$ cat src/verilog/video_cfg_pkg.sv
// Scanout configuration definitions.
// Register map region codes and register word indices.
// Configuration struct and CPU request struct.

`default_nettype none

package video_cfg_pkg;

	// Region codes in address bits 23:20.
	localparam logic [3:0] REGION_PALETTE = 4'hE;
	localparam logic [3:0] REGION_REGS = 4'hF;

	// Register word indices, address bits 4:2.
	localparam logic [2:0] REG_OFFSET = 3'd0;
	localparam logic [2:0] REG_PITCH = 3'd1;
	localparam logic [2:0] REG_MODE = 3'd2;

	typedef struct packed {
		logic [31:0] read_offset;
		logic [11:0] pitch;
		logic use_palette;
	} video_cfg_t;

	// Write when rw is set.
	typedef struct packed {
		logic rw;
		logic [31:0] address;
		logic [31:0] wdata;
	} cpu_req_t;

endpackage

`default_nettype wire

$ cat src/verilog/video_pix_pkg.sv
// Pixel path definitions.
// Raster position, colour and RAM write port structs.

`default_nettype none

package video_pix_pkg;

	typedef struct packed {
		logic hblank;
		logic vblank;
		logic [10:0] x;
		logic [10:0] y;
	} raster_t;

	typedef logic [23:0] rgb_t;

	typedef struct packed {
		logic en;
		logic [7:0] addr;
		rgb_t data;
	} palette_wr_t;

	typedef struct packed {
		logic en;
		logic [9:0] addr;
		logic [31:0] data;
	} line_wr_t;

endpackage

`default_nettype wire

$ cat src/verilog/line_fetch.sv
// Per-line video memory reader.
// Blank synchronisers, row offset tracking and line buffer fill.

`timescale 1ns/1ps
`default_nettype none

module line_fetch #(
	parameter int MAX_PITCH = 640
)(
	input wire logic i_clock,
	input wire logic i_rst_n,

	input wire video_pix_pkg::raster_t i_raster,
	input wire video_cfg_pkg::video_cfg_t i_cfg,

	output logic o_vram_request,
	output logic [31:0] o_vram_address,
	input wire logic i_vram_ready,
	input wire logic [31:0] i_vram_rdata,

	output video_pix_pkg::line_wr_t o_line_wr
);

	logic [2:0] hb_sync;
	logic [2:0] vb_sync;
	logic hb_rise;
	logic vb_rise;
	logic start;
	logic take;
	logic [9:0] line_words;
	logic [9:0] word_idx;
	// Line number times pitch.
	logic [31:0] row_offset;
	logic wr_en;
	logic [9:0] wr_addr;
	logic [31:0] wr_data;

	assign hb_rise = hb_sync[1] && !hb_sync[2];
	assign vb_rise = vb_sync[1] && !vb_sync[2];

	// Never more words than the line buffer holds.
	assign line_words = (i_cfg.pitch > 12'(MAX_PITCH)) ? 10'(MAX_PITCH / 4) : i_cfg.pitch[11:2];

	assign start = hb_rise && !vb_sync[1] && !o_vram_request && (line_words != 10'd0);
	assign take = o_vram_request && i_vram_ready;

	// ========================================================================
	// Fetch control.
	// ========================================================================

	always_ff @(posedge i_clock or negedge i_rst_n) begin
		if (!i_rst_n) begin
			hb_sync <= 3'b000;
			vb_sync <= 3'b000;
			row_offset <= 32'h0;
			word_idx <= 10'd0;
			o_vram_request <= 1'b0;
			o_vram_address <= 32'h0;
			wr_en <= 1'b0;
		end else begin
			hb_sync <= {hb_sync[1:0], i_raster.hblank};
			vb_sync <= {vb_sync[1:0], i_raster.vblank};
			wr_en <= take;

			// New frame restarts at the read offset.
			if (vb_rise) begin
				row_offset <= 32'h0;
			end

			if (start) begin
				o_vram_address <= i_cfg.read_offset + row_offset;
				row_offset <= row_offset + {20'h0, i_cfg.pitch};
				word_idx <= 10'd0;
				o_vram_request <= 1'b1;
			end else if (take) begin
				word_idx <= word_idx + 10'd1;
				if (word_idx + 10'd1 < line_words) begin
					o_vram_address <= o_vram_address + 32'd4;
				end else begin
					o_vram_request <= 1'b0;
				end
			end
		end
	end

	// Accepted word goes to its slot in the line.
	always_ff @(posedge i_clock) begin
		if (take) begin
			wr_addr <= word_idx;
			wr_data <= i_vram_rdata;
		end
	end

	assign o_line_wr = '{en: wr_en, addr: wr_addr, data: wr_data};

	a_req_held: assert property (
		@(posedge i_clock) disable iff (!i_rst_n)
		(o_vram_request && !i_vram_ready) |=> (o_vram_request && $stable(o_vram_address))
	);

endmodule

`default_nettype wire

$ cat config.mk
export PLATFORM = sky130hd
export DESIGN_NAME = line_fetch
export DESIGN_NICKNAME = d
export VERILOG_FILES = /design/src/verilog/video_cfg_pkg.sv /design/src/verilog/video_pix_pkg.sv /design/src/verilog/line_fetch.sv
export SDC_FILE = /design/constraint.sdc
export NUM_CORES = 1
export LEC_CHECK = 0
export ABC_CLOCK_PERIOD_IN_PS = 10820
export BUFFER_PORTS_ARGS = -buffer_cell sky130_fd_sc_hd__buf_4
export CORE_ASPECT_RATIO = 1.75
export CORE_MARGIN = 4
export CORE_UTILIZATION = 40
export DETAILED_ROUTE_END_ITERATION = 16
export HOLD_SLACK_MARGIN = 0.12
export MAX_ROUTING_LAYER = met4
export SETUP_SLACK_MARGIN = 0.2
export SLEW_MARGIN = 40
export SYNTH_ARGS = -nofsm -noshare
export SYNTH_HDL_FRONTEND = slang
export SYNTH_SLANG_ARGS = --single-unit
$ cat constraint.sdc
create_clock -name i_clock -period 10.82 [get_ports i_clock]
set_clock_uncertainty 0.15 [all_clocks]
set_input_delay 0 -clock i_clock [delete_from_list [all_inputs] [get_ports i_clock]]
set_output_delay 0 -clock i_clock [all_outputs]
set_load 0.05 [all_outputs]
# Word level (Yosys, flattened, before mapping)
# Cells that the tools add are included.
# W data, S select, Z words.
[totals] inputBits=104 output_inout_bits=76 ff_bits=124
[classes] n_reduce_logical=16 n_lt_le_gt_ge=2 muxes=11 eq_ne=1 n_addsub=4
[op_table] cell="$mux W32" n=5
[op_table] cell="$add A32 B12 Y32" n=1
[op_table] cell="$add A32 B3 Y32 const B" n=1
[op_table] cell="$add A32 B32 Y32" n=1
[op_table] cell="$mux W10" n=3
[op_table] cell="$gt A12 B10 Y1 const B" n=1
[op_table] cell="$add A10 B1 Y10 const B" n=1
[op_table] cell="$lt A10 B10 Y1" n=1
[op_table] cell="$reduce_bool A10 Y1" n=1
[op_table] cell="$logic_and A1 B1 Y1" n=6
[op_table] cell="$reduce_bool A2 Y1" n=3
[op_table] cell="$logic_not A1 Y1" n=4
[op_table] cell="$reduce_and A2 Y1" n=2
[op_table] cell="$mux W1" n=3
[op_table] cell="$ne A2 B2 Y1 const B" n=1

# Logic depth before layout (Yosys ltp)
# Gate-level depths: netlist of the first run.
[depth] ltp_word=7 mapped_depth=14 ltp_nobuf=13

# Worst setup path before layout of the first run
# Ideal clock, no wire load.
[synth_timing] path_kind="register to register" start="register word_idx[0]" end="register o_vram_address[24]" synth_period_minus_slack_ns=3.394 n_path_buf=1 arrival_ns=3.116 setup_slack_ns=7.426 required_ns=10.542 path_stages_with_launch=15 path_cell_list="dfrtp_1 > ha_1 > nand3_1 > or2_2 > nor2_1 > xor2_1 > ha_1 > and4_1 > a22oi_2 > nand3_1 > or3_1 > buf_2 > o311a_1 > a21oi_1 > nand3_1"
[synth_between] elab_chain_cells=4
[synth_rtl] item="start, declared" line="line_fetch.sv:31" source="logic [9:0] word_idx;"
[synth_rtl] item="start signal, assigned" line="line_fetch.sv:76" source="word_idx <= word_idx + 10'd1;"
[synth_rtl] item="$add A10 B1 Y10" line="line_fetch.sv:77" source="if (word_idx + 10'd1 < line_words) begin"
[synth_rtl] item="$lt A10 B10 Y1" line="line_fetch.sv:77"
[synth_rtl] item="$reduce_bool A2 Y1 (no source line)"
[synth_rtl] item="$reduce_and A2 Y1 (no source line)"
[synth_rtl] item="end signal, assigned" line="line_fetch.sv:71" source="o_vram_address <= i_cfg.read_offset + row_offset;"
[synth_rtl] item="end signal, assigned" line="line_fetch.sv:78" source="o_vram_address <= o_vram_address + 32'd4;"
[synth_rtl] item="end, declared" line="line_fetch.sv:17" source="output logic [31:0] o_vram_address,"
# Every way passes these cells.
# A chain may end at the register's enable or synchronous reset.

# Worst setup path in the final report of the first run
# Same ends and word-level chain as after synthesis.

==> results of run 1 <==
## cell families after synthesis
family	count (synthesis)	share of synthesized area [%]
AO/OA/AOI/OAI	216	19.50
XOR/XNOR	67	7.598
adder cells (fa/ha/maj)	56	9.266
buffers and inverters	51	2.624
flip-flops	124	42.90
multiplexers	5	0.6480
other	1	0.04855
AND/OR/NAND/NOR	269	17.41
## cell usage after synthesis (3+ instances only)
cell / number
nand3_1: 45
a41oi_1: 4
a31oi_1: 5
o211ai_1: 20
or2_2: 4
nor3_1: 18
a211oi_1: 6
xor2_1: 25
o41ai_1: 4
edfxtp_1: 42
nor2b_1: 3
nor4_1: 5
inv_1: 20
a21oi_1: 39
o21ai_1: 3
and2_1: 3
nand2_1: 83
nand2b_1: 7
o21a_1: 7
xnor2_1: 42
nor2_1: 51
and3_1: 14
clkbuf_1: 20
ha_1: 54
buf_1: 4
o21bai_1: 3
a211o_1: 4
o31ai_1: 17
dfrtp_1: 82
o311ai_0: 3
and4_1: 5
a21o_1: 22
mux2i_1: 5
o21ai_0: 51
nand4_1: 12
buf_2: 5
or3_1: 3
## power by group
| part | internal (W) | switching (W) |
|---|---|---|
| Combinational | 0.000281 | 0.000492 |
| Sequential | 0.000585 | 0.000107 |
| Clock | 0.000390 | 0.000210 |
## per-layer routing
metal  global-route usage (%)  vias up
li1                         -     3429
met1                    22.52     3290
met2                    40.07      187
met3                    3.405       44
met4                    10.60        0
met5                        -        -
## through the flow
step	power (W)	setup slack, ns	hold slack [ns]	cell area [um2]
detailed placement	0.001438	6.921	-0.2400	9109
global route	0.002174	6.092	0.1224	10670
CTS	0.002087	6.356	0.1370	10670
floorplan	0.001188	7.426	-0.4456	7727
finish	0.002066	6.382	0.05378	10670
global placement	0.001432	6.955	-0.2385	9106
## registers in the layout, summed over array words and instances (netlist names)
name            count
vb_sync             3
wr_data            32
row_offset         32
o_vram_request      1
wr_addr            10
wr_en               1
o_vram_address     32
word_idx           10
hb_sync             3
## repair_timing
action | CTS | global route
resized for setup | 0 | 0
hold endpoints to repair | 157 | 0
endpoints found under the setup margin | 0 | 0
hold buffers | 94 | 0
## worst min-delay path, cell delays in order
cell	delay, ns
dlygate4sd3_1	0.53
buf_4	0.12
buf_2	0.41
## how the worst min path moves through the flow
| stage | from | end | slack [ns] |
|---|---|---|---|
| 2_1_floorplan | i_rst_n | hb_sync[0]$_DFF_PN0_ | -0.45 |
| 3_3_place_gp | i_rst_n | hb_sync[0]$_DFF_PN0_ | -0.24 |
| 3_5_place_dp | i_rst_n | hb_sync[0]$_DFF_PN0_ | -0.24 |
| 4_1_cts | i_vram_rdata[5] | wr_data[5]$_DFFE_PP_ | 0.14 |
| 5_1_grt | i_rst_n | vb_sync[0]$_DFF_PN0_ | 0.12 |
| 6_report | i_rst_n | vb_sync[0]$_DFF_PN0_ | 0.05 |
## cell type report
type                            instances  share of cell area [%]
Clock buffer                           20                   4.188
Clock inverter                         12                   1.595
Inverter                               20                  0.7274
Multi-Input combinational cell        615                   39.52
Sequential cell                       124                   31.07
Tap cell                              241                   2.827
Timing Repair Buffer                  254                   20.07
==> run summary, run 1 <==
Setup crit end -> o_vram_address[24]$_DFFE_PN0P_
Post-synth top flop -> dfrtp_1
pwr dens -> 193.7 nW/um2
Placed Cells -> 1160
CTS tree -> yes
die footprint -> 21680 um2
metal3 WL -> 836 um
GR Overflow Total -> 0
DRC violations left -> 0
first-pass GRT wire length -> 36.48 mm
Chip Width -> 113.0 um
relative slew slack -> 54.80%
fin util -> 55.80%
DR iter-0 viols -> 376
post-route ant nets -> 0
min Tclk post-route -> 4.438 ns
# Post-CTS Setup Buffers -> 0
Port Buf Inserts -> 156
Top Layer Used -> met4
met1 wire length -> 8.430 mm
CP Launch Point -> word_idx[0]$_DFFE_PN0P_
WP buf/inv -> 1
FF+latch count, synth -> 124
mean routed wirelength per cell -> 17.39 um
Synth area leader -> dfrtp_1
multi-input logic area -> 4215 um2
FMAX -> 225.3 MHz
final wirelength -> 22.36 mm
dpl hpwl -> 16.55 mm
DRT Pass-1 Iters -> 4
metal2 WL -> 12.17 mm
clock buffer depth -> 2
number of global-route vias before repair -> 7079
Initial Util -> 40.41%
Least-Margin Pin Slew -> 0.6780 ns
layout cell share with drive strength beyond 1 -> 20.67%
flop-to-flop setup slack -> 6.38 ns
Root Driver -> clkbuf_16
sequential share of the synthesized area -> 42.90%
Core ar. -> 19110 um2
Antenna Diode Count -> 0
CTS clk-pin slew, worst paths -> 0.06 ns
LEAKAGE -> 4.745 nW
Synth top area share -> 26.57%
flip-flop and latch area -> 3313 um2
Final Cycle Share -> 41.02%
# rows -> 67
required time worst endpoint -> 10.97 ns
min-delay worst type -> input port to async pin
Top delay family on crit path -> simple AND/OR/NAND/NOR gates
RePlAce Congestion -> 0.8825
die height -> 191.8 um
total I/O pin count -> 180
depth of the worst register-to-register path -> 14
vias post-DR -> 6950
Final Hold Violating Endpoints -> 0
highest-count cells in the layout ignoring fill and taps -> 159 x buf_4, 93 x dlygate4sd3_1, 82 x nand2_1, 82 x dfrtp_1, 54 x ha_1
FF-to-FF Start -> word_idx[0]$_DFFE_PN0P_
cts bufs inserted -> 17
maximum vdd drop -> 0.1243 mV
post-synthesis cell area -> 7724 um2
reg-to-reg endpoint -> o_vram_address[24]$_DFFE_PN0P_
Synthesis Warnings -> 0
TNS Setup -> 0 ns
CP Capture Type -> flip-flop
CP cell instances -> ha_1, nand3_1, or2_2, nor2_1, xor2_1, ha_1, and4_1, a22oi_2, nand3_1, or3_1, o311a_1, a21oi_1, nand3_1, dlygate4sd3_1
largest net degree at the start of global routing -> 62
unrepaired setup endpoints after global routing -> no
CTS Sinks -> 124
Post-synth EDFFs -> 42
NumNets Final -> 1192
CP max-delay cell -> dlygate4sd3_1
worst-skew pair later-pin latency -> 0.42 ns
CTS H-tree lvls -> 4
asr flop ratio synth -> 66.13%
initial antenna violation count -> 0
status -> finished clean
Worst Setup Path Type -> flip-flop to flip-flop
Mapped Avg Cell Area -> 9.789 um2
# setup viols final -> 0
Slew Limit Fails -> 0
Via-to-Cell Ratio -> 5.404
Cells after Synth -> 789
Crit path largest cell delay -> 0.55 ns
GRT Util Overall -> 21.87%
Layout fillers -> 1753
critical path depth -> 14
most common cell after layout, fill and taps aside -> buf_4
Critical Path AT -> 4.59 ns
Distinct cells, synth -> 80
most area-consuming cells after synthesis -> dfrtp_1 27%, edfxtp_1 16%, ha_1 8.7%
critical path startpoint category -> flip-flop
Most common cell on crit path -> nand3_1
final std cells w/o fill -> 1286
area grow syn2layout -> 38.08%
Max-Cap Viols -> 0
crit path max fanout -> 7
Power figures use the tool's default switching activity.
==> run 2: changes to the inputs <==
--- a/config.mk
+++ b/config.mk
@@ -5,7 +5,7 @@
 export SDC_FILE = /design/constraint.sdc
 export NUM_CORES = 1
 export LEC_CHECK = 0
-export ABC_CLOCK_PERIOD_IN_PS = 10820
+export ABC_CLOCK_PERIOD_IN_PS = 4650
 export BUFFER_PORTS_ARGS = -buffer_cell sky130_fd_sc_hd__buf_4
 export CORE_ASPECT_RATIO = 1.75
 export CORE_MARGIN = 4
==> constraint.sdc (replaced) <==
create_clock -name i_clock -period 4.65 [get_ports i_clock]
set_clock_uncertainty 0.15 [all_clocks]
set_input_delay 0 -clock i_clock [delete_from_list [all_inputs] [get_ports i_clock]]
set_output_delay 0 -clock i_clock [all_outputs]
set_load 0.05 [all_outputs]
==> run 2 against run 1 <==
  * Count of clock-buffer cells in the layout grew 4
  * Utilization shrank 0.30 points
  * Power grew 130%
  * Critical endpoint unchanged
  * Combinational power grew 130%
  * Sequential power grew 130%
  * Critical path type unchanged
  * Setup slack lost 5.9 ns
  * Cell count shrank 0.23%
  * Register-to-register slack lost 5.9 ns
  * Die area is the same
==> run summary, run 2 (synthesized netlist as in run 1, its figures left out) <==
status -> finished clean (unchanged)
WP buf/inv -> 2 (was 1)
TNS Setup -> 0 ns (unchanged)
Core ar. -> 19110 um2 (unchanged)
cts bufs inserted -> 17 (unchanged)
crit path max fanout -> 7 (unchanged)
Least-Margin Pin Slew -> 0.7637 ns (was 0.6780 ns)
CTS tree -> yes (unchanged)
CP max-delay cell -> dlygate4sd3_1 (unchanged)
die height -> 191.8 um (unchanged)
GRT Util Overall -> 21.44% (was 21.87%)
vias post-DR -> 6998 (was 6950)
Max-Cap Viols -> 0 (unchanged)
total design power -> 0.004698 W (was 0.002066 W)
FMAX -> 239.3 MHz (was 225.3 MHz)
unrepaired setup endpoints after global routing -> no (unchanged)
CP cell instances -> ha_1, nand3_1, or2_2, nor2_1, xor2_1, ha_1, and4_1, a22oi_2, buf_4, nand3_1, or3_4, o311a_1, a21oi_1, nand3_1, dlygate4sd3_1 (was ha_1, nand3_1, or2_2, nor2_1, xor2_1, ha_1, and4_1, a22oi_2, nand3_1, or3_1, o311a_1, a21oi_1, nand3_1, dlygate4sd3_1)
NumNets Final -> 1189 (was 1192)
Most common cell on crit path -> nand3_1 (unchanged)
worst-skew pair later-pin latency -> 0.41 ns (was 0.42 ns)
min-delay worst type -> input port to flip-flop (was input port to async pin)
post-route ant nets -> 0 (unchanged)
highest-count cells in the layout ignoring fill and taps -> 162 x buf_4, 88 x dlygate4sd3_1, 82 x nand2_1 (was 159 x buf_4, 93 x dlygate4sd3_1, 82 x nand2_1, 82 x dfrtp_1, 54 x ha_1)
# rows -> 67 (unchanged)
dpl hpwl -> 16.78 mm (was 16.55 mm)
CTS H-tree lvls -> 4 (unchanged)
mean routed wirelength per cell -> 17.53 um (was 17.39 um)
GR Overflow Total -> 0 (unchanged)
pwr dens -> 442.9 nW/um2 (was 193.7 nW/um2)
LEAKAGE -> 4.714 nW (was 4.745 nW)
CP Capture Type -> flip-flop (unchanged)
Antenna Diode Count -> 0 (unchanged)
initial antenna violation count -> 0 (unchanged)
CTS clk-pin slew, worst paths -> 0.06 ns (about the same)
Root Driver -> clkbuf_16 (unchanged)
Top delay family on crit path -> simple AND/OR/NAND/NOR gates (unchanged)
Slew Limit Fails -> 0 (unchanged)
maximum vdd drop -> 0.2950 mV (was 0.1243 mV)
first-pass GRT wire length -> 35.71 mm (was 36.48 mm)
Via-to-Cell Ratio -> 5.454 (was 5.404)
critical path startpoint category -> flip-flop (unchanged)
largest net degree at the start of global routing -> 62 (unchanged)
area grow syn2layout -> 37.34% (was 38.08%)
DRT Pass-1 Iters -> 5 (was 4)
layout cell share with drive strength beyond 1 -> 21.02% (was 20.67%)
clock buffer depth -> 2 (unchanged)
DRC violations left -> 0 (unchanged)
min Tclk post-route -> 4.179 ns (was 4.438 ns)
RePlAce Congestion -> 0.9063 (was 0.8825)
DR iter-0 viols -> 338 (was 376)
relative slew slack -> 49.09% (was 54.80%)
number of global-route vias before repair -> 6956 (was 7079)
total I/O pin count -> 180 (unchanged)
Initial Util -> 40.41% (unchanged)
Worst Setup Path Type -> flip-flop to flip-flop (unchanged)
final wirelength -> 22.49 mm (was 22.36 mm)
Chip Width -> 113.0 um (unchanged)
Final Hold Violating Endpoints -> 0 (unchanged)
required time worst endpoint -> 4.80 ns (was 10.97 ns)
Critical Path AT -> 4.33 ns (was 4.59 ns)
top flop regs -> o_vram_address x32, row_offset x32, wr_data x32 (unchanged)
CTS Sinks -> 124 (unchanged)
most common cell after layout, fill and taps aside -> buf_4 (unchanged)
Crit path largest cell delay -> 0.55 ns (about the same)
Final Cycle Share -> 89.86% (was 41.02%)
# setup viols final -> 0 (unchanged)
die footprint -> 21680 um2 (unchanged)
Port Buf Inserts -> 156 (unchanged)
## run 2: cell types whose count changed in the layout (fill, tap and decap cells not counted), moves of 2 or more
cell,change
dlygate4sd3_1,-5
buf_4,+3
clkinv_4,-3
bufinv_16,-2
clkbuf_1,+2
clkbuf_8,+2
## run 2: power breakdown
part	leakage, nW	internal, W	total (W)	switching, W
sequential	1.46	0.00136	0.00162	0.000256
clock	0.284	0.000827	0.00129	0.000464
combinational	2.97	0.000648	0.00179	0.00114
## run 2: metal layers
metal | up-vias | routed length [um] | GRT usage, %
met5 | - | 0 | -
met4 | 0 | 847 | 9.440
met3 | 43 | 923 | 3.184
met2 | 208 | 12290 | 39.86
met1 | 3331 | 8435 | 22.07
li1 | 3416 | - | -
## run 2: worst reg2reg max path, stage by stage, from the launching register on
cell	delay (ns)
dfrtp_2	0.41
ha_1	0.21
nand3_1	0.15
or2_2	0.37
nor2_1	0.14
xor2_1	0.18
ha_1	0.26
and4_1	0.23
a22oi_2	0.16
buf_4	0.18
nand3_1	0.15
or3_4	0.47
o311a_1	0.30
a21oi_1	0.11
nand3_1	0.07
dlygate4sd3_1	0.55
## run 2: final cells by class
| type | count | area (um2) |
|---|---|---|
| clock buffer | 24 | 481.7 |
| tap | 241 | 301.5 |
| sequential | 124 | 3314 |
| clock inverter | 8 | 92.59 |
| timing repair buffer | 251 | 2117 |
| multi-input combinational | 615 | 4225 |
| fill | 1719 | 8506 |
| inverter | 20 | 75.07 |
## run 2: path summary, 6_finish.rpt
check                                   startpoint                        endpoint  slack (ns)  depth (start not counted)
max in group asynchronous                  i_rst_n  o_vram_address[20]$_DFFE_PN0P_        3.11                          4
min                                      i_cfg[39]  o_vram_address[27]$_DFFE_PN0P_        0.12                          5
min reg2reg                   hb_sync[0]$_DFF_PN0_            hb_sync[1]$_DFF_PN0_        0.20                          0
max                        word_idx[0]$_DFFE_PN0P_  o_vram_address[24]$_DFFE_PN0P_        0.47                         15
max reg2reg                word_idx[0]$_DFFE_PN0P_  o_vram_address[24]$_DFFE_PN0P_        0.47                         15
min in group asynchronous                  i_rst_n            hb_sync[2]$_DFF_PN0_        0.47                          4
## run 2: stage by stage
stage / instances / instance area, um2 / utilization (%) / worst slack, ns / hold slack, ns
2_1_floorplan: 790 / 7727 / - / 1.256 / -0.4456
3_3_place_gp: 1161 / 9114 / 47.68 / 0.8530 / -0.1997
3_5_place_dp: 1161 / 9114 / 47.68 / 0.7815 / -0.1968
4_1_cts: 1282 / 10590 / 55.40 / 0.2222 / 0.1238
5_1_grt: 1283 / 10610 / 55.50 / 0.2284 / 0.1484
6_report: 1283 / 10610 / 55.50 / 0.4715 / 0.1236
## run 2: what timing repair did
action | CTS | global route
hold endpoints to repair | 154 | 0
hold buffers | 89 | 0
setup buffers | 0 | 1
setup endpoints to repair | 0 | 3
gates resized for setup | 0 | 2
==> run 3: changes to the inputs <==
--- a/config.mk
+++ b/config.mk
@@ -5,7 +5,7 @@
 export SDC_FILE = /design/constraint.sdc
 export NUM_CORES = 1
 export LEC_CHECK = 0
-export ABC_CLOCK_PERIOD_IN_PS = 4650
+export ABC_CLOCK_PERIOD_IN_PS = 3500
 export BUFFER_PORTS_ARGS = -buffer_cell sky130_fd_sc_hd__buf_4
 export CORE_ASPECT_RATIO = 1.75
 export CORE_MARGIN = 4
@@ -14,7 +14,6 @@
 export HOLD_SLACK_MARGIN = 0.12
 export MAX_ROUTING_LAYER = met4
 export SETUP_SLACK_MARGIN = 0.2
-export SLEW_MARGIN = 40
 export SYNTH_ARGS = -nofsm -noshare
 export SYNTH_HDL_FRONTEND = slang
 export SYNTH_SLANG_ARGS = --single-unit
==> constraint.sdc (replaced) <==
create_clock -name i_clock -period 3.5 [get_ports i_clock]
set_clock_uncertainty 0.15 [all_clocks]
set_input_delay 0 -clock i_clock [delete_from_list [all_inputs] [get_ports i_clock]]
set_output_delay 0 -clock i_clock [all_outputs]
set_load 0.05 [all_outputs]
==> run 3 against run 2 <==
  * Routed wire length grew 4.1%
  * Combinational power rose by 39%
  * Highest routed layer unchanged
  * Setup slack got worse by 0.30 ns
  * First-iteration DRC count up 20%
  * Die area stayed put
  * Critical path depth unchanged
  * Register-to-register slack got worse by 0.30 ns
  * Cell count is 2.1% higher
  * Utilization grew 2.1 points
  * Critical path type unchanged
  * Sequential share of layout area down 1.1 points
  * Largest cell class unchanged
==> run summary, run 3 (synthesized netlist as in run 1, its figures left out) <==
maximum vdd drop -> 0.3572 mV (was 0.2950 mV)
Critical Path AT -> 3.48 ns (was 4.33 ns)
Layout fillers -> 1710 (was 1719)
cts bufs inserted -> 17 (unchanged)
switch share -> 39.36% (was 39.59%)
final wirelength -> 23.40 mm (was 22.49 mm)
layout cell share with drive strength beyond 1 -> 25.07% (was 21.02%)
highest-count cells in the layout ignoring fill and taps -> 185 x buf_4, 89 x dlygate4sd3_1, 82 x nand2_1 (was 162 x buf_4, 88 x dlygate4sd3_1, 82 x nand2_1)
LEAKAGE -> 4.862 nW (was 4.714 nW)
P_int -> 0.003975 W (was 0.002838 W)
Max-Cap Viols -> 0 (unchanged)
Initial Util -> 40.41% (unchanged)
most common cell after layout, fill and taps aside -> buf_4 (unchanged)
NetSw -> 0.002580 W (was 0.001860 W)
dpl hpwl -> 17.29 mm (was 16.78 mm)
Port Buf Inserts -> 156 (unchanged)
# rows -> 67 (unchanged)
Slew Limit Fails -> 0 (unchanged)
total I/O pin count -> 180 (unchanged)
min-delay worst type -> input port to flip-flop (unchanged)
Final Hold Violating Endpoints -> 0 (unchanged)
vias post-DR -> 7118 (was 6998)
Worst Setup Path Type -> flip-flop to flip-flop (unchanged)
largest net degree at the start of global routing -> 62 (unchanged)
DR iter-0 viols -> 404 (was 338)
Comb pwr share -> 38.0% (was 38.1%)
CTS H-tree lvls -> 4 (unchanged)
# setup viols final -> 0 (unchanged)
post-route ant nets -> 0 (unchanged)
critical path startpoint category -> flip-flop (unchanged)
fin util -> 57.57% (was 55.50%)
Root Driver -> clkbuf_16 (unchanged)
required time worst endpoint -> 3.65 ns (was 4.80 ns)
pwr dens -> 595.6 nW/um2 (was 442.9 nW/um2)
Antenna Diode Count -> 0 (unchanged)
worst-skew pair later-pin latency -> 0.42 ns (was 0.41 ns)
first-pass GRT wire length -> 36.89 mm (was 35.71 mm)
unrepaired setup endpoints after global routing -> yes (was no)
CP Capture Type -> flip-flop (unchanged)
NumNets Final -> 1216 (was 1189)
crit path max fanout -> 6 (was 7)
area grow syn2layout -> 42.48% (was 37.34%)
Final Cycle Share -> 95.22% (was 89.86%)
FMAX -> 300.0 MHz (was 239.3 MHz)
number of global-route vias before repair -> 7031 (was 6956)
Chip Width -> 113.0 um (unchanged)
Least-Margin Pin Slew -> 0.9589 ns (was 0.7637 ns)
mean routed wirelength per cell -> 17.86 um (was 17.53 um)
GRT Util Overall -> 22.33% (was 21.44%)
GR Overflow Total -> 0 (unchanged)
die height -> 191.8 um (unchanged)
Clk pwr share -> 29.3% (was 27.5%)
Sequential Power Share -> 32.8% (was 34.5%)
min Tclk post-route -> 3.333 ns (was 4.179 ns)
Via-to-Cell Ratio -> 5.434 (was 5.454)
WHS -> 0.1315 ns (was 0.1236 ns)
Core ar. -> 19110 um2 (unchanged)
RePlAce Congestion -> 0.8752 (was 0.9063)
DRT Pass-1 Iters -> 5 (unchanged)
initial antenna violation count -> 0 (unchanged)
clock buffer depth -> 2 (unchanged)
CTS Sinks -> 124 (unchanged)
relative slew slack -> 36.08% (was 49.09%)
top flop regs -> o_vram_address x32, row_offset x32, wr_data x32 (unchanged)
CTS clk-pin slew, worst paths -> 0.06 ns (about the same)
die footprint -> 21680 um2 (unchanged)
DRC violations left -> 0 (unchanged)
CTS tree -> yes (unchanged)
status -> finished clean (unchanged)
## run 3: cell type report
class / count / area (um2) / share of cell area, %
Clock inverter: 13 / 197.7 / 1.796
Clock buffer: 19 / 432.9 / 3.934
Sequential cell: 124 / 3317 / 30.14
Timing Repair Buffer: 278 / 2333 / 21.21
Tap cell: 241 / 301.5 / 2.740
Inverter: 20 / 78.83 / 0.7163
Multi-Input combinational cell: 615 / 4343 / 39.47
## run 3: power groups by stage
stage	logic (W)	registers [W]	clock network, W
global placement	0.00231	0.00216	0
finish	0.00249	0.00215	0.00192
detailed placement	0.00232	0.00217	0
CTS	0.00243	0.00215	0.00196
floorplan	0.000759	0.00292	0
global route	0.00266	0.00219	0.00201
## run 3: path summary, 6_finish.rpt
path	cells after the start	end	startpoint	slack (ns)
setup / recovery	15	o_vram_address[24]$_DFFE_PN0P_	word_idx[1]$_DFFE_PN0P_	0.17
hold / removal	5	o_vram_address[24]$_DFFE_PN0P_	i_cfg[35]	0.13
setup reg to reg	15	o_vram_address[24]$_DFFE_PN0P_	word_idx[1]$_DFFE_PN0P_	0.17
hold reg to reg	0	hb_sync[1]$_DFF_PN0_	hb_sync[0]$_DFF_PN0_	0.20
max in group asynchronous	4	o_vram_address[22]$_DFFE_PN0P_	i_rst_n	2.26
min in group asynchronous	4	hb_sync[2]$_DFF_PN0_	i_rst_n	0.51
## run 3: what timing repair did
item / in CTS / in global routing
gates cloned: 0 / 0
gates resized for setup: 7 / 30
pin swaps: 2 / 17
hold buffers: 90 / 0
setup buffers: 0 / 5
endpoints found under the hold margin: 156 / 0
setup endpoints to repair: 17 / 25
## run 3: per-stage QoR
stage / setup TNS [ns] / power, W / instance area (um2) / setup WS (ns) / instances
finish: 0 / 0.006554 / 11000 / 0.1671 / 1310
floorplan: 0 / 0.003675 / 7734 / 0.1342 / 790
global route: 0 / 0.006865 / 11000 / 0.02587 / 1310
CTS: 0 / 0.006542 / 10850 / 0.2081 / 1305
detailed placement: -0.01268 / 0.004492 / 9285 / -0.01268 / 1183
global placement: 0 / 0.004470 / 9285 / 0.04579 / 1183
## run 3: worst max-delay path: stages, from the launching register on
cell     delay, ns
dfrtp_1       0.39
ha_2          0.20
nand3_2       0.09
or2_4         0.26
buf_6         0.12
xnor2_1       0.12
ha_1          0.29
and4_4        0.19
a22oi_2       0.19
buf_6         0.14
buf_4         0.11
nand3_2       0.07
or3_4         0.39
o311a_1       0.30
a21oi_1       0.12
nand3_1       0.08
## run 3: routing by layer
metal	GRT usage, %	wire length (um)	part of all wire [%]
met1	23.11	8711	37
met2	41.28	12880	55
met3	3.279	931	4.0
met4	10.13	882	3.8
met5	-	0	0
